File: src/source/conv_consts.svh
`ifndef CONV_CONSTS_SVH
`define CONV_CONSTS_SVH

// Sample, weight and result width
`define CONV_DATA_W 16

// Accumulator width per MAC lane
`define CONV_ACC_W 32

// Kernel taps per window (3x3)
`define CONV_TAPS 9

// Output channels, one MAC lane each
`define CONV_NUM_OCH 4

// Window id carried on every result
`define CONV_WIN_ID_W 8

`endif

File: src/source/conv_pkg.sv
`include "conv_consts.svh"

package conv_pkg;

  // Data path words
  typedef logic signed [`CONV_DATA_W-1:0] data_t;
  typedef logic signed [`CONV_ACC_W-1:0]  acc_t;

  // Index types
  typedef logic [$clog2(`CONV_TAPS+1)-1:0]          tap_idx_t; // TAPS is the latch step
  typedef logic [$clog2(`CONV_NUM_OCH)-1:0]         och_idx_t;
  typedef logic [$clog2(`CONV_NUM_OCH*`CONV_TAPS)-1:0] kaddr_t;  // Flat kernel address
  typedef logic [`CONV_WIN_ID_W-1:0]                win_id_t;

  // One weight per MAC lane
  typedef data_t [`CONV_NUM_OCH-1:0] weight_vec_t;

  typedef enum logic {
    BEAT_FEATURE = 1'b0,
    BEAT_KERNEL  = 1'b1
  } beat_kind_t;

  // Host input word
  typedef struct packed {
    beat_kind_t kind;
    data_t      data;
  } in_beat_t;

  // Result word
  typedef struct packed {
    data_t    data;
    och_idx_t ch;
    win_id_t  win_id;
  } out_beat_t;

endpackage

File: src/source/window_buffer.sv
`timescale 1ns/10ps
`include "conv_consts.svh"

module window_buffer (
  input  logic               clk,
  input  logic               rst_n,
  input  logic               we,
  input  conv_pkg::tap_idx_t widx,
  input  conv_pkg::data_t    wdata,
  input  logic               swap,
  input  conv_pkg::tap_idx_t tap,
  output conv_pkg::data_t    feature
);

  conv_pkg::data_t next_q [`CONV_TAPS]; // Loaded by the host
  conv_pkg::data_t cur_q  [`CONV_TAPS]; // Read by the MAC lanes

  // Next window fills in tap order
  always_ff @(posedge clk or negedge rst_n) begin
    if (!rst_n) begin
      for (int k = 0; k < `CONV_TAPS; k++) begin
        next_q[k] <= '0;
      end
    end else if (we) begin
      next_q[widx] <= wdata;
    end
  end

  // Whole window moves over in one edge
  always_ff @(posedge clk or negedge rst_n) begin
    if (!rst_n) begin
      for (int k = 0; k < `CONV_TAPS; k++) begin
        cur_q[k] <= '0;
      end
    end else if (swap) begin
      for (int k = 0; k < `CONV_TAPS; k++) begin
        cur_q[k] <= next_q[k];
      end
    end
  end

  // Tap select on the current window
  always_comb begin
    if (int'(tap) < `CONV_TAPS) begin
      feature = cur_q[tap];
    end else begin
      feature = '0;
    end
  end

endmodule
File: config.mk
export PLATFORM = sky130hd
export DESIGN_NAME = window_buffer
export DESIGN_NICKNAME = d
export VERILOG_FILES = /design/src/source/conv_pkg.sv /design/src/source/window_buffer.sv
export VERILOG_INCLUDE_DIRS = /design/src /design/src/source
export SDC_FILE = /design/constraint.sdc
export NUM_CORES = 1
export LEC_CHECK = 0
export ABC_AREA = 0
export ABC_CLOCK_PERIOD_IN_PS = 1200
export BUFFER_PORTS_ARGS = -buffer_cell sky130_fd_sc_hd__buf_2
export CORE_UTILIZATION = 43
export DETAILED_ROUTE_END_ITERATION = 6
export PLACE_DENSITY = 0.69
export SYNTH_ARGS = -nofsm -noshare
export SYNTH_HDL_FRONTEND = slang
export SYNTH_SLANG_ARGS = --single-unit
File: constraint.sdc
create_clock -name clk -period 1.2 [get_ports clk]
set_clock_uncertainty 0.1 [all_clocks]
set_input_delay 0 -clock clk [delete_from_list [all_inputs] [get_ports clk]]
set_output_delay 0 -clock clk [all_outputs]
set_load 0.02 [all_outputs]
# Yosys cells after proc, flatten, opt, wreduce, memory -nomap -nowiden
# Index checks and enable logic that the tools add are counted.
# word_totals
regBits	288
latch_bits	0
ram_bits	0
rom_bits	0
inputBits	28
output_inout_bits	16
wordCells	32
memories	0
# classes
add_sub_neg	0
multipliers	0
div	0
magnitude_cmp	4
n_eq_ne	0
shifts	0
mux	7
n_bitwise	2
n_reduce_logical	1
# ops
cell	count
$bwmux W144	1
$bmux W16 S4	1
$demux W16 S4	1
$mux W16	4
$ge A5 B5 Y1 const B	2
$not A4 Y5	2
$lt A5 B1 Y1 const B	1
$lt A4 B4 Y1 const B	1
$logic_and A1 B1 Y1	1

# Logic depth before layout (Yosys ltp)
# logic_depth
ltp_word	6
depth_mapped	6
mapped_depth_nobuf	3

# Worst setup path before layout
# OpenSTA, ideal clock, no wires.
# synth_timing
kind	input -> output
from	input tap[1]
to	output feature[0]
arrival_time_ps	1396
t_required_ps	1100
slack_ps	-296
stages	5
path_buffers	2
cell_sequence	buf_2 > buf_1 > nor2b_1 > a22o_1 > o31ai_1
# synth_via
elab_chain_cells	5
elab_cells_between_ends	6
cone_classes	1 x order compare; 4 x mux; 1 x bitwise
# synth_lines
element	line	text
start: declaration	window_buffer.sv:11	input conv_pkg::tap_idx_t tap,
$not A4 Y5 (implied by the code)	window_buffer.sv:45	feature = cur_q[tap];
$bmux W16 S4	window_buffer.sv:45	
$mux W16 (implied by the code) (2 in a row)	window_buffer.sv:45	
$mux W16 (*)	window_buffer.sv:44	if (int'(tap) < `CONV_TAPS) begin
end: declaration	window_buffer.sv:12	output conv_pkg::data_t feature
# Every way passes the cells marked *; elsewhere a longest branch is shown, timed or not. The select of a mux whose other input is x is not followed.

# Worst setup path in the final report
# layout_timing
from	register cur_q[28] in the netlist's numbering
to	output feature[12]
# layout_via
elab_chain_cells	4
# layout_lines
element	line	text
start: declaration	window_buffer.sv:16	conv_pkg::data_t cur_q [`CONV_TAPS];
start signal: indexed assignment	window_buffer.sv:37	cur_q[k] <= next_q[k];
$bmux W16 S4	window_buffer.sv:45	
$mux W16 (implied by the code) (2 in a row)	window_buffer.sv:45	
$mux W16	window_buffer.sv:44	
# Every way passes these cells. The select of a mux whose other input is x is not followed.

==> results.json <==
{
  "status": "complete, but fails checks",
  "violations": "setup timing",
  "dp_hpwl_um": 16800,
  "wl_per_cell_um": 21.3,
  "synth_compound_area_frac": 0.0245,
  "slew_viol_final": 0,
  "clk_path_buf_depth": 3,
  "n_antenna_cell": 0,
  "syn_to_final_growth_pct": 25.6,
  "setup_ws_ps": -852,
  "final.fill_count": 2125,
  "ys_ff_latch": 288,
  "end_kind": "output pin",
  "synth_mux_area_frac": 0.330,
  "finalSetupTns_ps": -11480,
  "synthXorXnorAreaFrac": 0,
  "mostFrequentLayoutCells": "288 x dfrtp_1, 267 x mux2_2, 39 x buf_4, 31 x mux2i_1, 31 x clkbuf_16",
  "grt_pass1_vias": 7140,
  "drc": 0,
  "cts_max_level": 1,
  "syn_avg_cell_area_um2": 16.0,
  "setup-violations-final": 16,
  "drt-total-wl_um": 26800,
  "top_layer_used": "met4",
  "multi_input_comb_area_mm2": 0.00486,
  "syn-num-nets": 773,
  "worstSetupPathType": "flop to output pin",
  "io_pins": 44,
  "place_area_mm2": 0.0134,
  "worstPathArrival_ps": 1950,
  "cts_root_buf": "clkbuf_16",
  "cp_max_fo": 2,
  "hold_violations": 0,
  "drt-vias-per-instance": 5.26,
  "p_leak_nw": 6.79,
  "fmax_mhz": 487,
  "worst_pin_slew_ps": 683,
  "dr.first_iter.drc_count": 363,
  "yosysSeqAreaShare": 0.603,
  "regArea_mm2": 0.00721,
  "m1WireLength_um": 12400,
  "firstDrtPassIters": 4,
  "grt_pass1_wl_um": 42800,
  "holdWs_ps": 29.7,
  "chipHeight_um": 169,
  "hold_path_class": "input port to flop",
  "nets": 892,
  "synthAdderAreaFrac": 0,
  "synth_top_family_by_area": "multiplexers",
  "synth.distinct_cells": 28,
  "overflow": 0,
  "max_stage_delay_ps": 510,
  "portBuffers": 43,
  "clock-sinks": 288,
  "die-area_mm2": 0.0285,
  "synth_edf_count": 0,
  "antenna_left": 0,
  "synth-main-ff-cell": "dfrtp_1",
  "rsz0062_at_grt": "true",
  "clkTransAtPathRegs_ps": 60,
  "finalCriticalPeriod_ps": 2050,
  "synthSimpleGateAreaFrac": 0.0218,
  "layout_worst_path_cycle_share": 1.71,
  "place_ws_ps": -428,
  "stdcell_area_mm2": 0.0150,
  "track_usage": 0.196,
  "grt_max_degree": 66,
  "die_w_um": 169,
  "antenna_found_initial": 0,
  "worstSkewPairLatency_ps": 530,
  "final_common_cell": "dfrtp_1",
  "rows": 60,
  "async_reset_ff_frac": 1.00,
  "cp.required_ps": 1100,
  "wl_met3_um": 889,
  "crit_path_start_kind": "flop",
  "p_per_area_mw_per_mm2": 1930,
  "worstPathCellList": "mux4_2 -> nand2b_4 -> a22o_1 -> buf_6",
  "cap_violations": 0,
  "slew_headroom": 0.543,
  "initial_core_util": 0.441,
  "yosysWarnings": 0,
  "netlist_instances": 745,
  "globalplace.congestion": 0.823,
  "peakVddDrop_mv": 0.914,
  "tritoncts": "yes",
  "synth_area_mm2": 0.0119,
  "routed-wl-met2_um": 13100,
  "numCtsBuffers": 29,
  "drive_gt1_frac": 0.564,
  "crit_path_top_delay_cell": "mux4_2",
  "core_mm2": 0.0271,
  "vias": 6617
}
==> worst max-delay path, delay by kind of cell (launching register included) <==
family	cells	cell delay (ps)
muxes	1	510
and+or+nand+nor	1	160
AOI/OAI and AO/OA	1	230
DFF	1	370
buffers and inverters	1	150
==> cell usage after synthesis (4+ instances only) <==
library cell | count | area, um2
mux2_2 | 297 | 3340
dfrtp_1 | 288 | 7210
mux2i_1 | 34 | 340
a22o_1 | 15 | 131
buf_2 | 14 | 70.1
clkbuf_1 | 14 | 52.6
mux4_2 | 11 | 248
a221oi_1 | 10 | 87.6
nand2b_1 | 10 | 62.6
buf_4 | 9 | 67.6
nand2_1 | 8 | 30.0
o22ai_1 | 5 | 31.3
o31ai_1 | 5 | 37.5
buf_6 | 4 | 45.0
==> layout make-up <==
type                       instances  share of cell area
clock inverter                    18              0.0213
multi-input combinational        414               0.324
tap                              372              0.0310
clock buffer                      35              0.0525
timing repair buffer             131              0.0908
sequential                       288               0.480
==> repair_timing <==
| item | CTS | global route |
|---|---|---|
| pin swaps | 8 | 7 |
| resized for setup | 39 | 9 |
| setup buffers | 4 | 1 |
| endpoints found under the hold margin | 575 | 0 |
| cloned | 0 | 2 |
| endpoints found under the setup margin | 16 | 229 |
| hold buffers | 22 | 0 |
==> layer usage <==
metal	up-vias	global-route usage
met5	-	0
met4	0	0.0435
met3	30	0.0224
met2	84	0.319
met1	3545	0.283
li1	2958	-
==> kinds of logic (layout without fill, tap and decap cells) <==
logic type	count (synthesis)	after routing
mux	343	343
flops	288	288
buf+inv	43	184
compound gates	36	36
simple gates	35	35
==> flip-flops by register name, indices dropped and copies added, names as in the netlist <==
name and flops:
next_q 144, cur_q 144
==> where the power goes <==
part | switching, mW | internal [mW] | total [mW]
Clock | 3.69 | 6.59 | 10.3
Sequential | 1.28 | 12.2 | 13.5
Combinational | 1.95 | 3.18 | 5.13
Total | 6.92 | 22.0 | 28.9
==> path summary, 6_finish.rpt <==
kind / startpoint / to / slack (ps) / cells past startpoint
min reg2reg: next_q[133] / cur_q[133] / 400 / 1
max: cur_q[28] / feature[12] / -850 / 4
min: widx[2] / next_q[2] / 30 / 4
max in group asynchronous: rst_n / cur_q[74] / 50 / 4
min in group asynchronous: rst_n / next_q[120] / 140 / 3
max reg2reg: cur_q[45] / cur_q[45] / 120 / 3
==> metrics by stage <==
stage	utilization	std cells	power [mW]
after floorplan	-	745	16.6
final	0.554	1258	28.9
after detailed placement	0.494	1176	18.3
after CTS	0.551	1255	29.1
after global placement	0.494	1176	18.1
after global routing	0.554	1258	30.2
Power figures use the tool's default switching activity.
