$ cat config.mk
export PLATFORM = sky130hd
export DESIGN_NAME = conv_ctrl
export DESIGN_NICKNAME = d
export VERILOG_FILES = /design/src/source/conv_pkg.sv /design/src/source/conv_ctrl.sv
export VERILOG_INCLUDE_DIRS = /design/src /design/src/source
export SDC_FILE = /design/constraint.sdc
export NUM_CORES = 1
export LEC_CHECK = 0
export ABC_AREA = 1
export BUFFER_PORTS_ARGS = -buffer_cell sky130_fd_sc_hd__buf_2
export CORE_UTILIZATION = 50
export CTS_BUF_LIST = sky130_fd_sc_hd__clkbuf_16
export CTS_CLUSTER_SIZE = 30
export DETAILED_ROUTE_END_ITERATION = 12
export GPL_TIMING_DRIVEN = 0
export HOLD_SLACK_MARGIN = 0.12
export MAX_ROUTING_LAYER = met4
export PLACE_DENSITY_LB_ADDON = 0.1
export SETUP_SLACK_MARGIN = 0.02
export SLEW_MARGIN = 20
export SYNTH_ARGS = -nofsm -noshare
export SYNTH_HDL_FRONTEND = slang
export SYNTH_SLANG_ARGS = --single-unit
$ cat constraint.sdc
create_clock -name clk -period 1.6 [get_ports clk]
set_input_delay 0.32 -clock clk [delete_from_list [all_inputs] [get_ports clk]]
set_output_delay 0.32 -clock clk [all_outputs]
set_load 0.05 [all_outputs]
$ cat src/source/conv_consts.svh
`ifndef CONV_CONSTS_SVH
`define CONV_CONSTS_SVH

// Sample, weight and result width
`define CONV_DATA_W 16

// Accumulator width per MAC lane
`define CONV_ACC_W 32

// Kernel taps per window (3x3)
`define CONV_TAPS 9

// Output channels, one MAC lane each
`define CONV_NUM_OCH 4

// Window id carried on every result
`define CONV_WIN_ID_W 8

`endif

$ cat src/source/conv_pkg.sv
`include "conv_consts.svh"

package conv_pkg;

  // Data path words
  typedef logic signed [`CONV_DATA_W-1:0] data_t;
  typedef logic signed [`CONV_ACC_W-1:0]  acc_t;

  // Index types
  typedef logic [$clog2(`CONV_TAPS+1)-1:0]          tap_idx_t; // TAPS is the latch step
  typedef logic [$clog2(`CONV_NUM_OCH)-1:0]         och_idx_t;
  typedef logic [$clog2(`CONV_NUM_OCH*`CONV_TAPS)-1:0] kaddr_t;  // Flat kernel address
  typedef logic [`CONV_WIN_ID_W-1:0]                win_id_t;

  // One weight per MAC lane
  typedef data_t [`CONV_NUM_OCH-1:0] weight_vec_t;

  typedef enum logic {
    BEAT_FEATURE = 1'b0,
    BEAT_KERNEL  = 1'b1
  } beat_kind_t;

  // Host input word
  typedef struct packed {
    beat_kind_t kind;
    data_t      data;
  } in_beat_t;

  // Result word
  typedef struct packed {
    data_t    data;
    och_idx_t ch;
    win_id_t  win_id;
  } out_beat_t;

endpackage

$ cat src/source/conv_ctrl.sv
`timescale 1ns/10ps
`include "conv_consts.svh"

module conv_ctrl (
  input  logic               clk,
  input  logic               rst_n,
  input  logic               in_valid,
  input  conv_pkg::in_beat_t in_beat,
  output logic               kmem_we,
  output conv_pkg::kaddr_t   kmem_waddr,
  output logic               win_we,
  output conv_pkg::tap_idx_t win_widx,
  output logic               win_swap,
  output conv_pkg::tap_idx_t tap,
  output logic               mac_clear,
  output logic               mac_acc,
  output logic               mac_latch,
  output conv_pkg::och_idx_t drain_ch,
  output logic               out_valid,
  output conv_pkg::win_id_t  win_id
);

  localparam conv_pkg::tap_idx_t LAST_TAP   = conv_pkg::tap_idx_t'(`CONV_TAPS - 1);
  localparam conv_pkg::tap_idx_t LATCH_STEP = conv_pkg::tap_idx_t'(`CONV_TAPS);
  localparam conv_pkg::och_idx_t LAST_CH    = conv_pkg::och_idx_t'(`CONV_NUM_OCH - 1);
  localparam conv_pkg::kaddr_t   LAST_KADDR =
    conv_pkg::kaddr_t'(`CONV_NUM_OCH * `CONV_TAPS - 1);

  typedef enum logic [1:0] {
    ST_IDLE,
    ST_COMPUTE, // Nine taps, then one latch step
    ST_DRAIN    // One result per channel
  } state_t;

  state_t             state, state_nxt;
  conv_pkg::tap_idx_t tap_cnt;
  conv_pkg::och_idx_t ch_cnt;
  conv_pkg::tap_idx_t fcnt;         // Next feature slot
  conv_pkg::kaddr_t   kcnt;         // Next kernel address
  logic               next_full;    // Next window holds nine samples
  logic               last_feature; // Previous beat was a feature

  // Beat routing
  assign kmem_we  = in_valid && (in_beat.kind == conv_pkg::BEAT_KERNEL);
  assign win_we   = in_valid && (in_beat.kind == conv_pkg::BEAT_FEATURE);
  assign win_widx = fcnt;

  // A kernel after feature traffic starts over at address 0
  assign kmem_waddr = last_feature ? '0 : kcnt;

  // Swap as soon as a full window waits and the engine is free
  assign win_swap = (state == ST_IDLE) && next_full;

  assign tap       = tap_cnt;
  assign mac_acc   = (state == ST_COMPUTE) && (tap_cnt <= LAST_TAP);
  assign mac_clear = mac_acc && (tap_cnt == '0);
  assign mac_latch = (state == ST_COMPUTE) && (tap_cnt == LATCH_STEP);
  assign drain_ch  = ch_cnt;
  assign out_valid = (state == ST_DRAIN);

  always_comb begin
    state_nxt = state;
    case (state)
      ST_IDLE: begin
        if (next_full) state_nxt = ST_COMPUTE;
      end
      ST_COMPUTE: begin
        if (tap_cnt == LATCH_STEP) state_nxt = ST_DRAIN;
      end
      ST_DRAIN: begin
        if (ch_cnt == LAST_CH) state_nxt = ST_IDLE;
      end
      default: state_nxt = ST_IDLE;
    endcase
  end

  always_ff @(posedge clk or negedge rst_n) begin
    if (!rst_n) begin
      state   <= ST_IDLE;
      tap_cnt <= '0;
      ch_cnt  <= '0;
      win_id  <= '0;
    end else begin
      state <= state_nxt;
      case (state)
        ST_IDLE: begin
          tap_cnt <= '0;
          ch_cnt  <= '0;
        end
        ST_COMPUTE: begin
          tap_cnt <= tap_cnt + 1'b1;
        end
        ST_DRAIN: begin
          ch_cnt <= ch_cnt + 1'b1;
          if (ch_cnt == LAST_CH) win_id <= win_id + 1'b1; // Window done
        end
        default: begin
          tap_cnt <= '0;
          ch_cnt  <= '0;
        end
      endcase
    end
  end

  // Write position counters and the pending window flag
  always_ff @(posedge clk or negedge rst_n) begin
    if (!rst_n) begin
      fcnt         <= '0;
      kcnt         <= '0;
      next_full    <= 1'b0;
      last_feature <= 1'b0;
    end else begin
      if (kmem_we) begin
        kcnt         <= (kmem_waddr == LAST_KADDR) ? '0 : kmem_waddr + 1'b1;
        last_feature <= 1'b0;
      end
      if (win_we) begin
        fcnt         <= (fcnt == LAST_TAP) ? '0 : fcnt + 1'b1;
        last_feature <= 1'b1;
      end
      if (win_we && (fcnt == LAST_TAP)) begin
        next_full <= 1'b1;
      end else if (win_swap) begin
        next_full <= 1'b0;
      end
    end
  end

endmodule

# Word level (Yosys, flattened, before mapping)
# Cells that the tools add are included.
[word_totals]
ff_bits = 28
inputBits = 20
output_inout_bits = 31
elab_cells = 50
[classes]
n_addsub = 5
n_lt_le_gt_ge = 1
n_eq_ne = 9
n_mux = 13
bitwise_logic = 1
reduce_logical = 13
[ops]
columns = ["op", "n"]
rows = [
  ["$mux 6", 2],
  ["$add 4x1->4 const B", 2],
  ["$add 8x1->8 const B", 1],
  ["$eq 4x4->1 const B", 2],
  ["$pmux 4 s2", 1],
  ["$logic_and 1x1->1", 7],
  ["$add 6x1->6 const B", 1],
  ["$eq 6x6->1 const B", 1],
  ["$mux 2", 3],
  ["$pmux 2 s3", 1],
  ["$eq 2x2->1 const B", 2],
  ["$le 4x4->1 const B", 1],
  ["$logic_not 4->1", 1],
  ["$mux 1", 4],
  ["$mux 4", 1],
  ["$ne 2x1->1 const B", 2],
  ["$pmux 2 s2", 1],
  ["$reduce_bool 2->1", 2],
  ["$reduce_and 3->1", 1],
  ["$add 2x1->2 const B", 1],
  ["$eq 2x1->1 const B", 1],
  ["$logic_not 2->1", 1],
  ["$ne 2x2->1 const B", 1],
  ["$reduce_and 2->1", 1],
  ["$not 1->1", 1],
]

# Longest topological paths before layout
[depth]
depth_word = 4
depth_mapped = 9
depth_no_buf = 9

# Worst setup path before layout
# OpenSTA, ideal clock, no wires.
[synth_path]
kind = "register -> output"
from = "reg tap_cnt[0] (netlist: tap[0])"
to = "out mac_acc"
arrival_ps = 2144
t_required_ps = 1280
path_slack_ps = -864
path_stages_with_launch = 5
path_buffers = 0
path_cell_list = "dfrtp_1 > inv_1 > ha_1 > inv_1 > o31ai_1"
[synth_between]
elab_chain_len = 2
[synth_rtl]
columns = ["element", "line_no", "rtl"]
rows = [
  ["start: declaration", "conv_ctrl.sv:36", "conv_pkg::tap_idx_t tap_cnt;"],
  ["start signal: assignment", "conv_ctrl.sv:91", "tap_cnt <= tap_cnt + 1'b1;"],
  ["$le 4x4->1", "conv_ctrl.sv:55", "assign mac_acc = (state == ST_COMPUTE) && (tap_cnt <= LAST_TAP);"],
  ["$logic_and 1x1->1", "conv_ctrl.sv:55", ""],
  ["end: declaration", "conv_ctrl.sv:16", "output logic mac_acc,"],
]
# Every way passes these cells.

# Worst setup path after layout
# Same ends and word-level chain as after synthesis.

==> summary by stage <==
Run status
The flow ran to the end, but the final reports show violations. The checks that failed: design-rule violations, negative setup slack.

Synth
The post-synthesis cell area is 1560 µm². The sequential-to-total area share from yosys stat is 0.448. Sorting the synthesized cells by area gives the leading types as dfrtp_1 45%, nand2_1 14%, inv_1 6.7%. After synthesis, the mean cell area works out to 8.23 µm². The number of cells produced by synthesis is 190. The Yosys step of the flow raised 0 warnings. The leading register cell type out of synthesis is dfrtp_1. The flip-flop and latch count after synthesis is 28.

The most common cell in the synthesized netlist is nand2_1. After synthesis, the most frequently instantiated cells are 58 x nand2_1, 28 x dfrtp_1, 28 x inv_1. The total nets after synthesis is 218.

In the synthesized netlist the async set-or-reset flop fraction comes to 1.00. The synthesized design spends more area on one cell type than any other, namely dfrtp_1. The netlist uses 29 different library cells. Of the post-synthesis cell area, the dominant cell type holds 0.448. The number of enable-type register cells in the synthesized netlist is 0.

Clocking
CTS built an H-tree with a depth of 1. The CTS tree is yes. The tree built by TritonCTS fans out to 28 sinks. The clock-pin transition on the worst setup and hold timing paths is 70 ps. The clock insertion delay at the later pin of the skew report is 260 ps. The number of buffers on the longest clock path is 2. In this run the clock root is driven by a clkbuf_16. The number of clock buffers inserted by TritonCTS is 3.

Critical path
Along the worst path, the maximum fanout reaches 3. At the worst endpoint, the arrival time is 1360 ps. The kind of end point of the critical path is a primary output. The setup path with the least slack is of type reg2out. The worst setup path is launched from a register. The data required time at the worst endpoint is 1280 ps.

STA
The tightest hold path in the finished design has a slack of 405 ps. Setup violations remaining at the end of the flow were counted as 3. The highest clock rate is 595 MHz.

Setup repair after global routing could not meet its margin everywhere. The post-layout minimum cycle time is 1680 ps. The maximum clock skew at final layout is 5.24 ps. The normalized max-slew margin is 0.587.

The count of endpoints failing hold in the final timing report was 0. In the finished design, the share of the clock period the worst path needs comes to 1.05. For the pin with the worst max-slew slack, the measured transition is 619 ps.

The total count of max-transition violations in the final report is 0. After layout, the worst setup slack is -80.4 ps.

Hold path
The worst hold path belongs to the class in2reg.

Floorplanning
The count of boundary I/O pins is 51. The initial cell density of the core is 0.548. The core region is 2850 µm².

The die outline height is 57.9 µm. In this run the core area contains 19 standard-cell rows. The die outline area is 3360 µm². From left edge to right edge, the die measures 57.9 µm.

Global route
The met3 demand-to-capacity share in global routing is 0.0290. The total overflow left after global routing is 0. The number of antenna violations at the first check in global routing is 0. The first global-routing pass estimated 5950 µm of wire. The routing layer with the top usage in global route is met2. For met1 alone, demand over resource in global routing was 0.282. The overall global routing resource usage is 0.240. Entering global routing, the biggest net connects 29 pins.

The global routing usage on met2 is 0.417. The via count of the first global-routing pass is 1351.

Placement
Routability-driven placement finished with a final weighted congestion of 0.814. The port buffer count is 34. The HPWL after detailed placement is 2390 µm.

Routing
After the first detailed-routing iteration, the DRC count stood at 70. The first detailed-routing pass ran for 8 iterations. Summing over every cut layer, the via total after detailed routing is 1431. Dividing the detail-routed via count by the number of cells gives 5.11. The DRC violation count after routing is 3.

For this block, the routed nets add up to 3620 µm of wire. The count of nets left with antenna violations once routing finished came out at 0. Dividing the detail-routed wire length by the instance count gives 12.9 µm.

Run
Across the run, the number of max-cap violations was 0.

Layout
The fraction of the core area covered by cells at the end of the flow is 0.768. Compared with the post-synthesis result, the final layout area differs by 40.1%. Of the cells placed in the final design, the portion with a size suffix greater than 1 is 0.390. The number of antenna repair diodes is 0. In the final design database the tool counted 278 nets.

Pwr
The worst-case IR drop observed on VDD is 987 µV. For this design the ratio of total power to cell area is 1440 nW/µm². For this design the static power due to leakage is 1.21 nW.
sequential cells by signal (all words and copies together) (netlist names):
| name | flops |
|---|---|
| tap | 4 |
| win_id | 8 |
| state | 2 |
| last_feature | 1 |
| win_widx | 4 |
| next_full | 1 |
| kcnt | 6 |
| drain_ch | 2 |
routing by layer:
| layer | up-vias | wire length (µm) |
|---|---|---|
| met1 | 663 | 1470 |
| met5 | - | 0 |
| met4 | 0 | 69 |
| met2 | 35 | 1960 |
| met3 | 9 | 116 |
| li1 | 724 | - |
area by class of cell:
type                    instances  area, µm²
inverters                      31        133
clock inverters                 1       30.0
fillers                       197        662
clock buffers                   3       75.1
repair buffers                 55        387
multi-input cells             130        815
flip-flops and latches         28        708
plain buffers                   1       5.00
well taps                      31       38.8
critical path, cell delays in order (launching register included):
cell and delay [ps]:
dfrtp_2 420, inv_2 80, ha_4 140, inv_4 40
o31ai_4 230, buf_6 190
worst paths after layout:
check,from,endpoint,slack (ps),cells past startpoint
min reg2reg,kcnt[0],kcnt[0],520,2
max,tap[0],mac_acc,-80,5
min in group asynchronous,rst_n,win_widx[0],610,2
max reg2reg,last_feature,kcnt[5],190,9
max in group asynchronous,rst_n,tap[3],550,2
min,in_beat[16],win_widx[2],400,4
cell usage in the layout (no fill, tap or decap), types with 2 or more instances in the layout:
master,count
clkbuf_16,3
clkbuf_4,2
nand2_4,2
inv_2,6
buf_6,7
nand3_1,9
buf_2,26
inv_4,3
dfrtp_2,6
nor2_1,8
nor2_4,5
xor2_1,2
inv_1,20
nand3_2,3
nand2_1,55
dfrtp_1,22
o21ai_0,13
nand2_2,4
buf_4,19
nand4_1,6
ha_1,6
a21oi_1,3
xnor2_1,2
stage by stage:
| step | total power [mW] | TNS (ps) | cells | area [µm²] | setup slack (ps) |
|---|---|---|---|---|---|
| 4_1_cts | 3.02 | -122 | 272 | 2100 | -87.8 |
| 5_1_grt | 3.33 | -295 | 280 | 2190 | -123 |
| 6_report | 3.17 | -139 | 280 | 2190 | -80.4 |
| 3_5_place_dp | 1.99 | -31.1 | 255 | 1840 | -31.1 |
| 2_1_floorplan | 1.77 | -8.72 | 190 | 1630 | -8.72 |
| 3_3_place_gp | 1.97 | -22.8 | 255 | 1840 | -22.8 |
cell families after synthesis:
family / Yosys count / share of synthesized area
flops: 28 / 0.448
compound gates: 20 / 0.0712
simple gates: 97 / 0.302
xor+xnor: 5 / 0.0328
buf+inv: 32 / 0.0824
fa+ha+maj: 8 / 0.0640
report_power, final:
part	leakage (nW)	internal, mW	switching (mW)
Clock	0.0511	0.498	0.235
Combinational	0.803	0.596	0.921
Sequential	0.358	0.814	0.101
Total	1.21	1.91	1.26
what timing repair did:
action / in CTS / in global routing
endpoints found under the setup margin: 8 / 10
pin swaps: 7 / 4
setup buffers: 12 / 8
gates resized for setup: 19 / 14
hold buffers: 1 / 0
hold endpoints to repair: 28 / 0
gates cloned: 0 / 0
(Power assumes the default switching activity.)
