$ cat src/source/conv_consts.svh
`ifndef CONV_CONSTS_SVH
`define CONV_CONSTS_SVH

// Sample, weight and result width
`define CONV_DATA_W 16

// Accumulator width per MAC lane
`define CONV_ACC_W 32

// Kernel taps per window (3x3)
`define CONV_TAPS 9

// Output channels, one MAC lane each
`define CONV_NUM_OCH 4

// Window id carried on every result
`define CONV_WIN_ID_W 8

`endif

$ cat src/source/conv_pkg.sv
`include "conv_consts.svh"

package conv_pkg;

  // Data path words
  typedef logic signed [`CONV_DATA_W-1:0] data_t;
  typedef logic signed [`CONV_ACC_W-1:0]  acc_t;

  // Index types
  typedef logic [$clog2(`CONV_TAPS+1)-1:0]          tap_idx_t; // TAPS is the latch step
  typedef logic [$clog2(`CONV_NUM_OCH)-1:0]         och_idx_t;
  typedef logic [$clog2(`CONV_NUM_OCH*`CONV_TAPS)-1:0] kaddr_t;  // Flat kernel address
  typedef logic [`CONV_WIN_ID_W-1:0]                win_id_t;

  // One weight per MAC lane
  typedef data_t [`CONV_NUM_OCH-1:0] weight_vec_t;

  typedef enum logic {
    BEAT_FEATURE = 1'b0,
    BEAT_KERNEL  = 1'b1
  } beat_kind_t;

  // Host input word
  typedef struct packed {
    beat_kind_t kind;
    data_t      data;
  } in_beat_t;

  // Result word
  typedef struct packed {
    data_t    data;
    och_idx_t ch;
    win_id_t  win_id;
  } out_beat_t;

endpackage

$ cat src/source/mac_array.sv
`timescale 1ns/10ps
`include "conv_consts.svh"

module mac_array (
  input  logic                  clk,
  input  logic                  rst_n,
  input  conv_pkg::data_t       feature,
  input  conv_pkg::weight_vec_t weights,
  input  logic                  clear,
  input  logic                  acc,
  input  logic                  latch,
  input  conv_pkg::och_idx_t    drain_ch,
  input  conv_pkg::win_id_t     win_id,
  output conv_pkg::out_beat_t   result
);

  // Signed 16-bit limits in accumulator width
  localparam conv_pkg::acc_t SAT_MAX =
    conv_pkg::acc_t'((2 ** (`CONV_DATA_W - 1)) - 1);
  localparam conv_pkg::acc_t SAT_MIN =
    -conv_pkg::acc_t'(2 ** (`CONV_DATA_W - 1));

  conv_pkg::acc_t  prod  [`CONV_NUM_OCH];
  conv_pkg::acc_t  acc_q [`CONV_NUM_OCH];
  conv_pkg::data_t bank_q[`CONV_NUM_OCH]; // Latched results, read during drain

  function automatic conv_pkg::data_t saturate(input conv_pkg::acc_t v);
    conv_pkg::data_t r;
    if (v > SAT_MAX) begin
      r = conv_pkg::data_t'(SAT_MAX);
    end else if (v < SAT_MIN) begin
      r = conv_pkg::data_t'(SAT_MIN);
    end else begin
      r = conv_pkg::data_t'(v);
    end
    return r;
  endfunction

  // Shared feature times each lane's weight
  always_comb begin
    for (int i = 0; i < `CONV_NUM_OCH; i++) begin
      prod[i] = conv_pkg::acc_t'(feature) * conv_pkg::acc_t'($signed(weights[i]));
    end
  end

  always_ff @(posedge clk or negedge rst_n) begin
    if (!rst_n) begin
      for (int i = 0; i < `CONV_NUM_OCH; i++) begin
        acc_q[i]  <= '0;
        bank_q[i] <= '0;
      end
    end else begin
      for (int i = 0; i < `CONV_NUM_OCH; i++) begin
        if (acc) begin
          acc_q[i] <= clear ? prod[i] : acc_q[i] + prod[i]; // First tap restarts the sum
        end
        if (latch) begin
          bank_q[i] <= saturate(acc_q[i]);
        end
      end
    end
  end

  // One channel per drain cycle
  always_comb begin
    result.data   = bank_q[drain_ch];
    result.ch     = drain_ch;
    result.win_id = win_id;
  end

endmodule

$ cat config.mk
export PLATFORM = sky130hd
export DESIGN_NAME = mac_array
export DESIGN_NICKNAME = d
export VERILOG_FILES = /design/src/source/conv_pkg.sv /design/src/source/mac_array.sv
export VERILOG_INCLUDE_DIRS = /design/src /design/src/source
export SDC_FILE = /design/constraint.sdc
export NUM_CORES = 2
export LEC_CHECK = 0
export ABC_AREA = 1
export BUFFER_PORTS_ARGS = -buffer_cell sky130_fd_sc_hd__clkbuf_2
export CAP_MARGIN = 10
export CORE_ASPECT_RATIO = 2
export CORE_MARGIN = 2
export CORE_UTILIZATION = 60
export CTS_CLUSTER_DIAMETER = 50
export DETAILED_ROUTE_END_ITERATION = 10
export PLACE_DENSITY = 0.88
export RECOVER_POWER = 25
export REMOVE_ABC_BUFFERS = 1
export SYNTH_ARGS = -nofsm -noshare
export SYNTH_HDL_FRONTEND = slang
export SYNTH_SLANG_ARGS = --single-unit
$ cat constraint.sdc
create_clock -name clk -period 3.91 [get_ports clk]
set_clock_uncertainty 0.05 [all_clocks]
set_input_delay 0.5865 -clock clk [delete_from_list [all_inputs] [get_ports clk]]
set_output_delay 0.5865 -clock clk [all_outputs]
set_load 0.02 [all_outputs]
==> results of run 1 <==
[cells by family after synthesis]
logic type | count (synthesis) | share of synthesized area
compound gates | 664 | 0.0604
buf+inv | 2647 | 0.163
simple gates | 3746 | 0.249
fa+ha+maj | 1512 | 0.437
xor+xnor | 80 | 0.0116
flops | 192 | 0.0784
[through the flow]
step,cell area [um2],setup slack (ns)
floorplan,60000,-2.80
global placement,71800,-3.80
detailed placement,71800,-3.95
CTS,78600,-3.00
[synth_stat cells (27+ instances only)]
master / number
nand2_1: 2623
inv_1: 2314
fa_1: 1052
nor2_1: 475
ha_1: 460
nand3_1: 383
a21oi_1: 280
clkbuf_1: 245
o21ai_0: 226
dfrtp_1: 192
nand4_1: 91
xor2_1: 54
buf_1: 44
nor3_1: 40
o21bai_1: 40
and2_1: 27
[repair_timing]
item	in CTS
buffers inserted	129
endpoints found under the setup margin	112
pin swaps	356
resized for setup	1092
gates cloned	16
[routing by layer]
| metal | overflow | GRT usage |
|---|---|---|
| met5 | 0 | 0.0368 |
| met4 | 51 | 0.631 |
| met1 | 0 | 0.531 |
| met3 | 0 | 0.283 |
| met2 | 46 | 0.846 |
==> impl_results.html, run 1 <==
<table>
<tr><th>Metric</th><th>Value</th></tr>
<tr><th colspan="2">Synthesis</th></tr>
<tr><td>Cell count after synthesis</td><td>8841</td></tr>
<tr><td>Cell type contributing the most total cell area after synthesis</td><td>fa_1</td></tr>
<tr><td>Number of flops mapped to enable cells by yosys</td><td>0</td></tr>
<tr><td>Syn Std Cell Area</td><td>61300 um2</td></tr>
<tr><td>Synth async-reset ratio</td><td>1.00</td></tr>
<tr><td>Mean instance size in the synthesized netlist</td><td>6.93 um2</td></tr>
<tr><td>Share of the synthesized area in the top cell type</td><td>0.344</td></tr>
<tr><td>Number of different library cells in the post-synthesis netlist</td><td>52</td></tr>
<tr><td>Number of synthesized register bits</td><td>192</td></tr>
<tr><td>Synthesis warning total</td><td>0</td></tr>
<tr><td>Post-synthesis sequential area ratio</td><td>0.0784</td></tr>
<tr><td>Ranking of synthesized cells by area</td><td>fa_1, nand2_1, inv_1</td></tr>
<tr><td>Leading register cell type out of synthesis</td><td>dfrtp_1</td></tr>
<tr><th colspan="2">Die</th></tr>
<tr><td>Die outline height</td><td>456 um</td></tr>
<tr><td>Horizontal die dimension</td><td>230 um</td></tr>
<tr><td>Number of top-level pins</td><td>121</td></tr>
<tr><td>Initial standard-cell utilization of the core</td><td>0.606</td></tr>
<tr><td>Row count</td><td>165</td></tr>
<tr><th colspan="2">Place</th></tr>
<tr><td>RD Place Congestion</td><td>1.03</td></tr>
<tr><td>Inst Count DP</td><td>11100</td></tr>
<tr><td>Hpwl dp</td><td>186000 um</td></tr>
<tr><td>PortBufs</td><td>104</td></tr>
<tr><th colspan="2">Global route</th></tr>
<tr><td>Maximum number of pins on one net before global-route repair</td><td>157</td></tr>
<tr><td>Via count of the first global-routing pass</td><td>78500</td></tr>
<tr><td>Wire length of the first global-routing pass</td><td>447000 um</td></tr>
<tr><td>GR Util All Layers</td><td>0.569</td></tr>
<tr><td>Gr ovfl total</td><td>97</td></tr>
<tr><th colspan="2">Clocking</th></tr>
<tr><td>Number of sinks on the clock net</td><td>192</td></tr>
<tr><td>Buffer levels on the longest clock path</td><td>2</td></tr>
<tr><td>Number of clock buffers inserted by TritonCTS</td><td>17</td></tr>
<tr><td>H-tree Lvls</td><td>4</td></tr>
<tr><td>Quantity of hold-fixing buffers added after cts</td><td>0</td></tr>
<tr><td>Buffer type at the clock tree root</td><td>clkbuf_16</td></tr>
<tr><th colspan="2">Run status</th></tr>
<tr><td>Halt Stage</td><td>5_1_grt</td></tr>
<tr><td>Outcome</td><td>did not finish</td></tr>
<tr><td>Error</td><td>[ERROR GRT-0116] Global routing finished with congestion. Check the congestion regions in the DRC Viewer.</td></tr>
</table>
==> inputs of run 2 (changes only) <==
CORE_ASPECT_RATIO = default   (was 2)
CORE_UTILIZATION = 40   (was 60)
CTS_CLUSTER_DIAMETER = default   (was 50)
PLACE_DENSITY = default   (was 0.88)
PLACE_DENSITY_LB_ADDON = 0.15   (was default)
==> impl_results.html, run 2 <==
<table>
<tr><th>Metric</th><th>Value</th></tr>
<tr><th colspan="2">Timing</th></tr>
<tr><td>Transition at the pin with the smallest max-transition slack</td><td>2.24 ns</td></tr>
<tr><td>Fin crit period</td><td>6.70 ns</td></tr>
<tr><td>Unrepaired setup endpoints after global routing</td><td>yes</td></tr>
<tr><td>Hold WS</td><td>0.356 ns</td></tr>
<tr><td>Final WS setup</td><td>-2.79 ns</td></tr>
<tr><td>Aggregate negative setup slack</td><td>-254.21 ns</td></tr>
<tr><td>Normalized max-slew margin</td><td>-0.497</td></tr>
<tr><td>Setup violation total in the final timing report</td><td>109</td></tr>
<tr><td>Highest attainable clock frequency</td><td>0.149 GHz</td></tr>
<tr><td>Number of slew-limit violations in the final report</td><td>71</td></tr>
<tr><td>Share of the clock period used by the worst path after layout</td><td>1.71</td></tr>
<tr><td>Final Hold Viols</td><td>0</td></tr>
<tr><th colspan="2">Final layout</th></tr>
<tr><td>Most common cell after layout, fill and taps aside</td><td>nand2_1</td></tr>
<tr><td>Total Nets Final</td><td>11700</td></tr>
<tr><td>Reg with most FFs</td><td>acc_q</td></tr>
<tr><td>Regs by FF count</td><td>acc_q (128), bank_q (64)</td></tr>
<tr><td>Commonest non-fill, non-tap cells in the layout</td><td>nand2_1, inv_1, buf_4</td></tr>
<tr><td>Flip-flop count of the largest register after layout</td><td>128</td></tr>
<tr><td>Area growth syn-to-layout</td><td>38.3%</td></tr>
<tr><td>Util after Layout</td><td>0.557</td></tr>
<tr><td>Filler cells</td><td>14500</td></tr>
<tr><td>Ratio of cells with drive above 1 in the final layout</td><td>0.310</td></tr>
<tr><th colspan="2">Hold path</th></tr>
<tr><td>Worst hold path depth</td><td>3</td></tr>
<tr><td>Class of the worst hold path</td><td>input pin to flop</td></tr>
<tr><td>Worst hold start</td><td>acc</td></tr>
<tr><td>Hold EP</td><td>acc_q[94]</td></tr>
<tr><th colspan="2">Clocking</th></tr>
<tr><td>Clock tree from TritonCTS</td><td>yes</td></tr>
<tr><td>Buffer levels on the longest clock path</td><td>2</td></tr>
<tr><td>Number of sinks on the clock net</td><td>192</td></tr>
<tr><td>H-tree Lvls</td><td>4</td></tr>
<tr><td>Buffer type at the clock tree root</td><td>clkbuf_16</td></tr>
<tr><td>Clock insertion delay at the later pin of the skew report</td><td>0.56 ns</td></tr>
<tr><td>Number of clock buffers inserted by TritonCTS</td><td>17</td></tr>
<tr><td>Clock slew at the register clock pins of the worst setup and hold paths</td><td>0.10 ns</td></tr>
<tr><th colspan="2">Synthesis</th></tr>
<tr><td>Commonest cells post-synth</td><td>nand2_1, inv_1, fa_1</td></tr>
<tr><td>Number of different library cells in the post-synthesis netlist</td><td>52</td></tr>
<tr><td>Multiplexer share of the synthesized area</td><td>0</td></tr>
<tr><td>Number of synthesized register bits</td><td>192</td></tr>
<tr><td>Leading register cell type out of synthesis</td><td>dfrtp_1</td></tr>
<tr><td>Share of the synthesized area in the top cell type</td><td>0.344</td></tr>
<tr><td>Mean instance size in the synthesized netlist</td><td>6.93 um2</td></tr>
<tr><td>Most frequent cell after synthesis</td><td>nand2_1</td></tr>
<tr><td>Main combinational cell family by area after synthesis</td><td>adder cells</td></tr>
<tr><td>Xor and xnor area share after synthesis</td><td>0.0116</td></tr>
<tr><td>Cell count after synthesis</td><td>8841</td></tr>
<tr><td>Area share of and/or/nand/nor cells after synthesis</td><td>0.249</td></tr>
<tr><td>Number of flops mapped to enable cells by yosys</td><td>0</td></tr>
<tr><td>Post-Synth Adder-Cell Area</td><td>0.437</td></tr>
<tr><td>Synth async-reset ratio</td><td>1.00</td></tr>
<tr><td>Synthesis warning total</td><td>0</td></tr>
<tr><td>Syn Std Cell Area</td><td>61300 um2</td></tr>
<tr><td>Compound-Gate Fraction of Synth Area</td><td>0.0604</td></tr>
<tr><td>Ranking of synthesized cells by area</td><td>fa_1, nand2_1, inv_1</td></tr>
<tr><td>Cell type contributing the most total cell area after synthesis</td><td>fa_1</td></tr>
<tr><td>Post-synthesis sequential area ratio</td><td>0.0784</td></tr>
<tr><th colspan="2">Drt</th></tr>
<tr><td>Number of nets still failing antenna checks after routing</td><td>0</td></tr>
<tr><td>Total via count after detailed routing</td><td>59200</td></tr>
<tr><td>DR WL/cell</td><td>17.8 um</td></tr>
<tr><td>Router iterations before antenna repair</td><td>6</td></tr>
<tr><td>Total Routed Length</td><td>216000 um</td></tr>
<tr><td>DRC viols</td><td>0</td></tr>
<tr><td>Via density</td><td>4.86</td></tr>
<tr><td>Number of violations reported at the end of detailed-routing iteration 0</td><td>3784</td></tr>
<tr><th colspan="2">Worst setup path</th></tr>
<tr><td>Cell with the most instances on the worst path</td><td>buf_4</td></tr>
<tr><td>Worst setup slack for register-to-register paths</td><td>1.36 ns</td></tr>
<tr><td>Launching element type of the critical path</td><td>input pin</td></tr>
<tr><td>Data required, critical path</td><td>4.36 ns</td></tr>
<tr><td>Classification of the worst setup path</td><td>input pin to flop</td></tr>
<tr><td>Worst Path Buf+Inv</td><td>18</td></tr>
<tr><td>Crit-path leading delay family</td><td>adder cells</td></tr>
<tr><td>Critical-path top delay cell</td><td>fa_1</td></tr>
<tr><td>Arr. time, crit path</td><td>7.15 ns</td></tr>
<tr><td>Critical path depth</td><td>33</td></tr>
<tr><td>Reg-to-reg endpoint</td><td>bank_q[27]</td></tr>
<tr><td>Reg2Reg Launch Point</td><td>acc_q[61]</td></tr>
<tr><td>Path depth of the worst reg2reg path</td><td>6</td></tr>
<tr><td>Crit-path max cell delay</td><td>0.54 ns</td></tr>
<tr><td>Highest net fanout along the worst path</td><td>5</td></tr>
<tr><td>Endpoint type of the worst setup path</td><td>flop</td></tr>
<tr><th colspan="2">Die</th></tr>
<tr><td>Die outline height</td><td>395 um</td></tr>
<tr><td>Overall die area</td><td>156000 um2</td></tr>
<tr><td>Row count</td><td>143</td></tr>
<tr><td>Number of top-level pins</td><td>121</td></tr>
<tr><td>Initial standard-cell utilization of the core</td><td>0.403</td></tr>
<tr><td>Horizontal die dimension</td><td>395 um</td></tr>
<tr><td>Core area</td><td>152000 um2</td></tr>
<tr><th colspan="2">Global route</th></tr>
<tr><td>GR Util All Layers</td><td>0.279</td></tr>
<tr><td>Wire length of the first global-routing pass</td><td>342000 um</td></tr>
<tr><td>Maximum number of pins on one net before global-route repair</td><td>135</td></tr>
<tr><td>Antenna violations before repair</td><td>15</td></tr>
<tr><td>Gr ovfl total</td><td>0</td></tr>
<tr><td>Via count of the first global-routing pass</td><td>61600</td></tr>
<tr><th colspan="2">Flow run</th></tr>
<tr><td>Number of maximum-capacitance violations</td><td>1</td></tr>
<tr><th colspan="2">Place</th></tr>
<tr><td>Hpwl dp</td><td>172000 um</td></tr>
<tr><td>PortBufs</td><td>104</td></tr>
<tr><td>RD Place Congestion</td><td>0.938</td></tr>
<tr><th colspan="2">Run status</th></tr>
<tr><td>Outcome</td><td>finished with violations</td></tr>
<tr><td>Violated checks</td><td>max-capacitance violations, max-slew violations, negative setup slack</td></tr>
</table>
==> run 2: cell counts after synthesis <==
No cell type changed its count.
==> run 2: cell families after synthesis <==
logic type | after synthesis
xor+xnor | 80
fa+ha+maj | 1512
buf+inv | 2647
simple gates | 3746
compound gates | 664
flops | 192
==> run 2: worst min-delay path: stages <==
cell	delay (ns)
buf_6	0.18
nand2_1	0.10
nand2_1	0.04
==> run 2: how the worst max path moves through the flow <==
stage,slack (ns),end,start
2_1_floorplan,-2.80,acc_q[127],weights[1]
3_3_place_gp,-3.88,acc_q[94],feature[15]
3_5_place_dp,-3.85,acc_q[94],feature[15]
4_1_cts,-2.75,acc_q[116],feature[6]
5_1_grt,-3.03,acc_q[95],feature[15]
6_report,-2.79,acc_q[89],feature[14]
==> run 2: what timing repair did <==
action                     4_1_cts  5_1_grt
setup endpoints to repair      108      112
pin swaps                      463      551
gates resized for setup       1236      940
hold buffers                     0        0
hold endpoints to repair         0        0
gates cloned                    14        2
buffers inserted               162       93
==> run 2: metal layers <==
layer  up-vias  part of all wire  track usage
li1      28500                 -            -
met1     29100              0.44        0.375
met2      1279              0.48        0.470
met3       268             0.048       0.0335
met4        14             0.036       0.0815
met5         -           0.00044            0
==> run 2: area by class of cell <==
type | instances | area (um2) | share of cell area
diodes | 4 | 10.0 | 0.000118
clock buffers | 17 | 425 | 0.00502
inverters | 2323 | 8780 | 0.104
multi-input cells | 6002 | 54400 | 0.642
repair buffers | 1588 | 13600 | 0.161
well taps | 2030 | 2540 | 0.0300
flip-flops and latches | 192 | 4800 | 0.0567
clock inverters | 15 | 193 | 0.00227
==> run 2: per-stage QoR <==
stage,cell area (um2),worst slack [ns],instances
4_1_cts,80400,-2.75,12100
2_1_floorplan,60000,-2.80,8517
3_3_place_gp,72900,-3.88,11900
3_5_place_dp,72900,-3.85,11900
5_1_grt,84800,-3.03,12200
6_report,84800,-2.79,12200
Power of run 2 is not shown: default switching activity piles up to over one toggle a cycle in this logic, so the estimate is an artifact.
